`src/hw/vis_defs.svh`:
```
`ifndef VIS_DEFS_SVH
`define VIS_DEFS_SVH

// ----------------------------------------------------------------------
// visibility window geometry
// ----------------------------------------------------------------------

// width of one correlator visibility word
`define VIS_WIDTH 24

// words per window, read out after every bank switch
`define VIS_COUNT 48

// word address bits, must cover VIS_COUNT
`define VIS_ABITS 6

// byte lanes per word on the byte port, lane 3 reads back as zero
`define VIS_LANES 3

`endif

```
`src/hw/vis_pkg.sv`:
```
`include "vis_defs.svh"

package vis_pkg;

   // ----------------------------------------------------------------------
   // shared types for the visibilities buffer
   // ----------------------------------------------------------------------

   // one visibility word, two views of the same 24 bits
   typedef union packed {
      logic [`VIS_WIDTH-1:0]       word;   // prefetcher and checksum view
      logic [`VIS_LANES-1:0][7:0]  lanes;  // byte port view, lane 0 = lsb
   } vis_word_u;

   // word address on the correlator bus and into the sram
   typedef logic [`VIS_ABITS-1:0] vis_addr_t;

   // byte port address: {word, lane}
   typedef logic [`VIS_ABITS+1:0] byte_addr_t;

   // lane select, low two bits of a byte address
   typedef logic [1:0] lane_t;

endpackage

```
`src/hw/vis_buffer.sv`:
```
module vis_buffer (
   input  logic                clk_i,
   input  logic                rst_i,

   // correlator bus, this block is the master
   output logic                cyc_o,
   output logic                stb_o,
   output vis_pkg::vis_addr_t  adr_o,
   input  logic                ack_i,
   input  vis_pkg::vis_word_u  dat_i,

   // byte slave port towards the spi bridge, read only
   input  logic                stb_i,
   input  vis_pkg::byte_addr_t adr_i,
   output logic                ack_o,
   output logic [7:0]          byt_o,

   // status
   input  logic                switching_i,   // correlators swapped banks
   output logic                available_o,   // full window in the sram
   output vis_pkg::vis_word_u  checksum_o     // xor of every fetched word
);

   import vis_pkg::*;

   // prefetcher to sram write path
   logic      wr_en;
   vis_addr_t wr_adr;
   vis_word_u wr_dat;

   vis_word_u checksum_q;

   // ----------------------------------------------------------------------
   // prefetch, correlators -> sram after each bank switch
   // ----------------------------------------------------------------------

   vis_prefetch prefetch0 (
      .clk_i    (clk_i),
      .rst_i    (rst_i),
      .begin_i  (switching_i),
      .ready_o  (available_o),
      .cyc_o    (cyc_o),      // correlator side
      .stb_o    (stb_o),
      .adr_o    (adr_o),
      .ack_i    (ack_i),
      .dat_i    (dat_i),
      .wr_en_o  (wr_en),      // sram side
      .wr_adr_o (wr_adr),
      .wr_dat_o (wr_dat)
   );

   // ----------------------------------------------------------------------
   // window buffer, word in and bytes out
   // ----------------------------------------------------------------------

   vis_sram sram0 (
      .clk_i    (clk_i),
      .rst_i    (rst_i),
      .wr_en_i  (wr_en),
      .wr_adr_i (wr_adr),
      .wr_dat_i (wr_dat),
      .rd_stb_i (stb_i),      // byte port maps directly onto the read side
      .rd_adr_i (adr_i),
      .rd_ack_o (ack_o),
      .rd_byt_o (byt_o)
   );

   // running checksum, only reset clears it so it spans windows
   always_ff @(posedge clk_i) begin
      if (rst_i)
         checksum_q <= '0;
      else if (stb_o && ack_i)
         checksum_q.word <= checksum_q.word ^ dat_i.word;   // one word per ack
   end

   assign checksum_o = checksum_q;

endmodule

```
`src/hw/vis_prefetch.sv`:
```
`include "vis_defs.svh"

module vis_prefetch (
   input  logic              clk_i,
   input  logic              rst_i,

   // bank switch start and window-complete flag
   input  logic              begin_i,
   output logic              ready_o,

   // correlator bus master doing single reads
   output logic              cyc_o,
   output logic              stb_o,
   output vis_pkg::vis_addr_t adr_o,
   input  logic              ack_i,
   input  vis_pkg::vis_word_u dat_i,

   // sram write side
   output logic              wr_en_o,
   output vis_pkg::vis_addr_t wr_adr_o,
   output vis_pkg::vis_word_u wr_dat_o
);

   import vis_pkg::*;

   // ----------------------------------------------------------------------
   // controller state
   // ----------------------------------------------------------------------

   typedef enum logic {
      ST_IDLE,    // waiting for a bank switch
      ST_FETCH    // walking the window, one read per address
   } state_t;

   localparam vis_addr_t LAST_ADR = vis_addr_t'(`VIS_COUNT - 1);

   state_t    state_q;
   vis_addr_t adr_q;     // address of the request in flight
   logic      ready_q;   // complete window held in the sram
   logic      accept;    // request acknowledged this cycle
   logic      last;      // the acknowledged word ends the window

   // ack only counts while the request is up
   assign accept = stb_o && ack_i;
   assign last   = (adr_q == LAST_ADR);

   // ----------------------------------------------------------------------
   // fsm and address counter
   // ----------------------------------------------------------------------

   always_ff @(posedge clk_i) begin
      if (rst_i) begin
         state_q <= ST_IDLE;
         adr_q   <= '0;
         ready_q <= 1'b0;   // nothing fetched yet
      end else begin
         case (state_q)
            ST_IDLE: begin
               if (begin_i) begin
                  state_q <= ST_FETCH;
                  adr_q   <= '0;     // windows always start at word 0
                  ready_q <= 1'b0;   // old window is being overwritten
               end
            end
            ST_FETCH: begin
               // begin_i is ignored here so a fetch is never restarted
               if (accept) begin
                  if (last) begin
                     state_q <= ST_IDLE;
                     adr_q   <= '0;
                     ready_q <= 1'b1;   // last word lands in the sram now
                  end else begin
                     adr_q <= adr_q + vis_addr_t'(1);   // next request follows at once
                  end
               end
            end
            default: begin
               state_q <= ST_IDLE;
            end
         endcase
      end
   end

   // ----------------------------------------------------------------------
   // bus and sram outputs
   // ----------------------------------------------------------------------

   // request held for the whole fetch with the address moving only on ack
   assign cyc_o = (state_q == ST_FETCH);
   assign stb_o = (state_q == ST_FETCH);
   assign adr_o = adr_q;

   assign ready_o = ready_q;

   // acknowledged word goes straight into the sram in the same cycle
   assign wr_en_o  = accept;
   assign wr_adr_o = adr_q;
   assign wr_dat_o = dat_i;

endmodule

```
`src/hw/vis_sram.sv`:
```
`include "vis_defs.svh"

module vis_sram (
   input  logic                clk_i,
   input  logic                rst_i,

   // word write port, filled by the prefetcher
   input  logic                wr_en_i,
   input  vis_pkg::vis_addr_t  wr_adr_i,
   input  vis_pkg::vis_word_u  wr_dat_i,

   // byte read port, driven from the spi side
   input  logic                rd_stb_i,
   input  vis_pkg::byte_addr_t rd_adr_i,
   output logic                rd_ack_o,
   output logic [7:0]          rd_byt_o
);

   import vis_pkg::*;

   // ----------------------------------------------------------------------
   // storage
   // ----------------------------------------------------------------------

   vis_word_u mem [0:`VIS_COUNT-1];   // one window of visibilities

   vis_addr_t  rd_word_adr;   // word part of the byte address
   lane_t      rd_lane;       // lane part
   logic       rd_pad;        // lane beyond the word, reads as zero
   logic [7:0] rd_byt_q;
   logic       rd_ack_q;

   assign rd_word_adr = rd_adr_i[`VIS_ABITS+1:2];
   assign rd_lane     = rd_adr_i[1:0];
   assign rd_pad      = (rd_lane >= lane_t'(`VIS_LANES));

   // write port, no handshake, one word per cycle at most
   always_ff @(posedge clk_i) begin
      if (wr_en_i) begin
         mem[wr_adr_i] <= wr_dat_i;
      end
   end

   // ----------------------------------------------------------------------
   // byte read port
   // ----------------------------------------------------------------------

   // byte is registered on the strobe and held until the next one
   always_ff @(posedge clk_i) begin
      if (rd_stb_i) begin
         if (rd_pad)
            rd_byt_q <= 8'h00;                         // lane 3 padding
         else
            rd_byt_q <= mem[rd_word_adr].lanes[rd_lane];
      end
   end

   // fixed one-cycle ack, no back-pressure on this port
   always_ff @(posedge clk_i) begin
      if (rst_i)
         rd_ack_q <= 1'b0;
      else
         rd_ack_q <= rd_stb_i;
   end

   assign rd_ack_o = rd_ack_q;
   assign rd_byt_o = rd_byt_q;

endmodule

```
`config.mk`:
```
export PLATFORM = sky130hd
export DESIGN_NAME = vis_buffer
export DESIGN_NICKNAME = d
export VERILOG_FILES = /design/src/hw/vis_pkg.sv /design/src/hw/vis_buffer.sv /design/src/hw/vis_prefetch.sv /design/src/hw/vis_sram.sv
export VERILOG_INCLUDE_DIRS = /design/src /design/src/hw
export SDC_FILE = /design/constraint.sdc
export NUM_CORES = 1
export LEC_CHECK = 0
export ABC_AREA = 1
export BUFFER_PORTS_ARGS = -buffer_cell sky130_fd_sc_hd__buf_4
export CORE_MARGIN = 2
export CORE_UTILIZATION = 30
export CTS_CLUSTER_DIAMETER = 200
export CTS_CLUSTER_SIZE = 8
export DETAILED_ROUTE_END_ITERATION = 10
export PLACE_DENSITY = 0.42
export SLEW_MARGIN = 15
export SYNTH_ARGS = -nofsm -noshare
export SYNTH_HDL_FRONTEND = slang
export SYNTH_SLANG_ARGS = --single-unit
export TNS_END_PERCENT = 5
```
`constraint.sdc`:
```
create_clock -name clk_i -period 4.3 [get_ports clk_i]
set_input_delay 0.215 -clock clk_i [delete_from_list [all_inputs] [get_ports clk_i]]
set_output_delay 0.215 -clock clk_i [all_outputs]
set_load 0.005 [all_outputs]
```
Word level (Yosys, flattened, before mapping) --
Memory sizes are Yosys's and may differ from the RTL's. Index checks and enable logic that the tools add are counted.
Operators by class: add/subtract/negate cells 1, magnitude comparators 2, equality and inequality tests 4, mux-type cells 16, bitwise logic cells 2, reductions and logical operators 3
Operators with widths (count):
- bitwise XOR 24 bit | 1
- two-way mux 6 bit | 3
- binary-select mux 8 bit (select 2 bit) | 1
- one-hot mux 6 bit (2 select lines) | 1
- two-way mux 1 bit | 8
- two-way mux 8 bit | 1
- adder 6 x 1 -> 6 bit, second input constant | 1
- == test 6 bit, second input constant | 1
- != test 2 bit, second input constant | 3
- one-hot mux 1 bit (2 select lines) | 2
- < comparator 2 x 3 -> 1 bit, second input constant | 1
- AND reduction 3 bit | 1
- >= comparator 2 bit, second input constant | 1
- AND reduction 2 bit | 1
- logical AND 1 bit | 1
- inverter 1 bit | 1
Storage, ports and cells: register bits after elaboration 41, bits in writable memories 1152, output and inout port bits 42, word-level logic and storage cells 35, memories 1
Memories:
- sram0.mem | depth 48, bits a word 24, read ports 1, clocked after Yosys merged registers in 0, wr ports 1, RTL line vis_sram.sv:25 | vis_word_u mem [0:`VIS_COUNT-1];

Longest topological paths before layout --
word-level depth 4, depth in mapped cells 15, gate-level depth less buffers 11

Cells and area by module --
A second synthesis with hierarchy kept.
Unflattened totals: cells, all modules 4521, area, all modules 50079.3 sq um
By module, submodules not included:
- vis_sram | instances 1, cells each 4257, area an instance 48222.5 sq um
- vis_buffer | instances 1, cells each 180, area an instance 1217.4 sq um
- vis_prefetch | instances 1, cells each 84, area an instance 639.4 sq um

Worst setup path before layout --
Ideal clock, no wire load.
path type register to register, from register prefetch0.state_q (netlist: prefetch0.cyc_o), to memory sram0.mem[32][0] (netlist name), enable pin, setup time 0.466 ns, arrival 3.215 ns, required time 3.834 ns, setup slack 0.619 ns, stages on the path, launching flop included 5, period minus slack after synthesis 3.681 ns, cell sequence dfxtp_1 -> nand2_1 -> inv_1 -> nand3_1 -> nor4_1
On the way: cells in the longest elaborated chain, start to end 3
Ends and longest elaborated chain:
- from (decl) | RTL line vis_prefetch.sv:37 | state_t state_q;
- from (signal assigned) | RTL line vis_prefetch.sv:53 | state_q <= ST_IDLE;
- from (signal assigned) | RTL line vis_prefetch.sv:60 | state_q <= ST_FETCH;
- from (signal assigned) | RTL line vis_prefetch.sv:69 | state_q <= ST_IDLE;
- logical AND 1 bit | RTL line vis_prefetch.sv:44 | assign accept = stb_o && ack_i;
- two-way mux 1 bit | RTL line vis_sram.sv:39 | if (wr_en_i) begin
- two-way mux 1 bit (implied by the code) | RTL line vis_sram.sv:40 | mem[wr_adr_i] <= wr_dat_i;
- to (decl) | RTL line vis_sram.sv:25
Every way passes these cells.

Final worst setup path --
from register prefetch0.adr_q[0] (netlist: prefetch0.adr_o[0]), to memory sram0.mem[23][9] (netlist name), enable pin
RTL lines:
- from (decl) | RTL line vis_prefetch.sv:38 | vis_addr_t adr_q;
- from (signal assigned) | RTL line vis_prefetch.sv:73 | adr_q <= adr_q + vis_addr_t'(1);
No word-level cell before the write port.

==> results.py <==
metrics = {
    "outcome": {
        "outcome": "finished clean",
    },
    "synthesis": {
        "synthTopCellsByArea": "edfxtp_1 70%, nand2_1 12%, nand3_1 7.9%",
        "syn_nets": 4499,
        "synth.avg_cell_area_um2": 11.1,
        "synthCells": 4461,
        "synth_edf_count": 1160,
        "ys_types": 28,
        "synth_top_area_share_pct": 70.1,
        "yosysSeqAreaShare_pct": 71.4,
        "synthArstFlopShare_pct": 0,
        "ys_ff_latch": 1193,
        "syn_area_um2": 49700,
        "synth_warnings": 0,
        "synth_top_area_cell": "edfxtp_1",
        "ys.flop_type": "edfxtp_1",
    },
    "sta": {
        "skew_ns": 0.0246,
        "fmax_mhz": 335,
        "slew_viol_final": 0,
        "hold_violations": 0,
        "worstMarginPinSlew_ns": 1.17,
        "finalCriticalPeriod_ns": 2.99,
        "max-slew-margin-rel_pct": 21.7,
        "hold-worst-slack_ns": 0.0383,
        "setup_viol": 0,
        "fin_tns_setup_ns": 0,
        "min_period_over_period_pct": 69.4,
        "rsz0062_at_grt": "no",
    },
    "routing": {
        "route.detailed.drc": 0,
        "ant_nets": 0,
        "post_drt_wl_per_cell_um": 23.8,
        "drtIter0Drc": 2476,
        "firstDrtPassIters": 5,
        "dr_total_vias": 32400,
        "routed_wirelength_um": 162000,
        "via_per_inst": 4.77,
    },
    "setup_path": {
        "path_class": "reg -> reg",
        "cp.required_ns": 4.68,
        "startpoint_type": "flip-flop",
        "critical_path_arrival_ns": 3.37,
        "worstPathMaxFanout": 24,
        "end_kind": "flip-flop",
    },
    "clock_tree": {
        "cts_tree": "yes",
        "cts_setup_buffers": 0,
        "htree_levels": 4,
        "cts-resized-gates": 0,
        "clock_sinks": 1193,
        "worstSkewPairLatency_ns": 0.78,
        "clockBufferDepth": 3,
        "path_clk_slew_ns": 0.05,
        "numCtsBuffers": 167,
        "root_buffer": "clkbuf_16",
        "hold_buffers": 23,
    },
    "layout": {
        "drive_gt1_share_pct": 8.81,
        "mostFrequentLayoutCells": "1540 x nand2_1, 1160 x edfxtp_1, 788 x nand3_1, 313 x inv_1, 173 x clkbuf_16",
        "layout_commonest_cell": "nand2_1",
        "nets": 4602,
        "multi_input_area_um2": 11800,
        "regArea_um2": 35500,
        "areaGrowthSynthToFinish_pct": 15.9,
        "nFillCells": 16500,
        "final_area_um2": 57600,
    },
    "floorplan": {
        "die_h_um": 411,
        "initial_core_util_pct": 30.1,
        "core_area_um2": 165000,
        "die_w_um": 411,
        "ios": 79,
        "rows": 149,
        "dieArea_um2": 169000,
    },
    "place": {
        "dp_hpwl_um": 85600,
        "dpl_cell_area_um2": 52700,
        "portBuffers": 78,
        "gp_congestion": 0.781,
    },
    "worst_hold_path": {
        "hold_class": "in -> reg",
    },
    "global_route": {
        "grt_busiest_layer": "met2",
        "antenna_found_initial": 9,
        "use_met3_pct": 3.06,
        "grt_first_pass_wirelength_um": 234000,
        "grt_pass1_vias": 32000,
        "grtUsageTotal_pct": 19.1,
        "grt_max_degree": 149,
        "grt_use_met1_pct": 24.9,
        "use_met2_pct": 32.8,
        "overflow": 0,
    },
    "power": {
        "peakVddDrop_v": 0.000410,
        "seq_power_share_pct": 48.7,
        "p_sw_mw": 6.04,
        "sw_frac_of_total_pct": 22.9,
        "p_leak_nw": 21.7,
        "power_density_nw_per_um2": 458,
        "pwr-share-clk_pct": 45.3,
        "p_int_mw": 20.3,
        "power_mw": 26.4,
        "combPwrFrac_pct": 6.0,
    },
    "job": {
        "drv_cap": 0,
    },
}
-- area by class of cell --
type / count / area share, %
Sequential cell: 1193 / 61.6
Multi-Input combinational cell: 2691 / 20.5
Clock buffer: 208 / 7.75
Tap cell: 2189 / 4.76
Timing Repair Buffer: 193 / 3.05
Inverter: 318 / 2.13
Clock inverter: 8 / 0.187
Antenna cell: 4 / 0.0174
-- cells in the mapped netlist (3+ instances only) --
| master | n |
|---|---|
| o21ai_0 | 73 |
| buf_6 | 45 |
| nand4_1 | 7 |
| o21ai_1 | 7 |
| buf_2 | 109 |
| nand2_1 | 1540 |
| nor2_1 | 185 |
| buf_4 | 13 |
| clkbuf_1 | 54 |
| nor4_1 | 7 |
| a21oi_1 | 43 |
| o211ai_1 | 33 |
| buf_1 | 34 |
| a21oi_2 | 3 |
| nand3_1 | 788 |
| inv_1 | 313 |
| dfxtp_1 | 33 |
| edfxtp_1 | 1160 |
-- state kept, by name (all words and copies together), names as in the netlist --
name,count
sram0.mem,1152
sram0.rd_ack_o,1
prefetch0.cyc_o,1
prefetch0.ready_o,1
checksum_o,24
prefetch0.adr_o,6
sram0.rd_byt_o,8
-- logic make-up after synthesis --
| kind of cell | count (synthesis) | share of synthesized area [%] |
|---|---|---|
| flops | 1193 | 71.4 |
| buf+inv | 577 | 5.53 |
| fa+ha+maj | 1 | 0.0252 |
| xor+xnor | 1 | 0.0176 |
| simple gates | 2528 | 21.2 |
| compound gates | 161 | 1.82 |
-- metrics by stage --
step	std cells	setup WS [ns]	util, %
after floorplan	4461	0.619	-
after global placement	6560	0.958	32.0
after detailed placement	6560	0.970	32.0
after CTS	6799	1.24	34.9
after global routing	6800	1.12	34.9
final	6804	1.31	34.9
-- power groups by stage --
stage / combinational, mW / sequential (mW) / clock (mW)
5_1_grt: 1.74 / 12.8 / 12.7
4_1_cts: 1.62 / 12.8 / 12.3
2_1_floorplan: 0.843 / 13.0 / 0
3_5_place_dp: 1.61 / 13.1 / 0
3_3_place_gp: 1.61 / 13.1 / 0
6_report: 1.58 / 12.8 / 12.0
-- worst max-delay path, cell delays in order, from the launching register on --
cell and delay (ns):
dfxtp_1 0.59, clkinv_1 0.38, nor2_1 0.25, nand2_1 0.45, nor2_4 0.89
-- path summary, 6_finish.rpt --
| path | cells past startpoint | end | start | slack (ns) |
|---|---|---|---|---|
| setup / recovery | 4 | sram0.mem[23][9]$_DFFE_PP_ | prefetch0.adr_o[0]$_SDFFE_PP0P_ | 1.31 |
| hold reg to reg | 1 | checksum_o[6]$_SDFFE_PP0P_ | checksum_o[6]$_SDFFE_PP0P_ | 0.45 |
| setup reg to reg | 4 | sram0.mem[23][9]$_DFFE_PP_ | prefetch0.adr_o[0]$_SDFFE_PP0P_ | 1.31 |
| hold / removal | 1 | sram0.mem[47][4]$_DFFE_PP_ | dat_i[4] | 0.04 |
-- metal layers --
layer / up-vias / part of all wire (%)
met3: 200 / 4.6
met4: 0 / 2.3
li1: 15300 / -
met1: 16100 / 43
met2: 764 / 50
met5: - / 0
(Power assumes the default switching activity.)
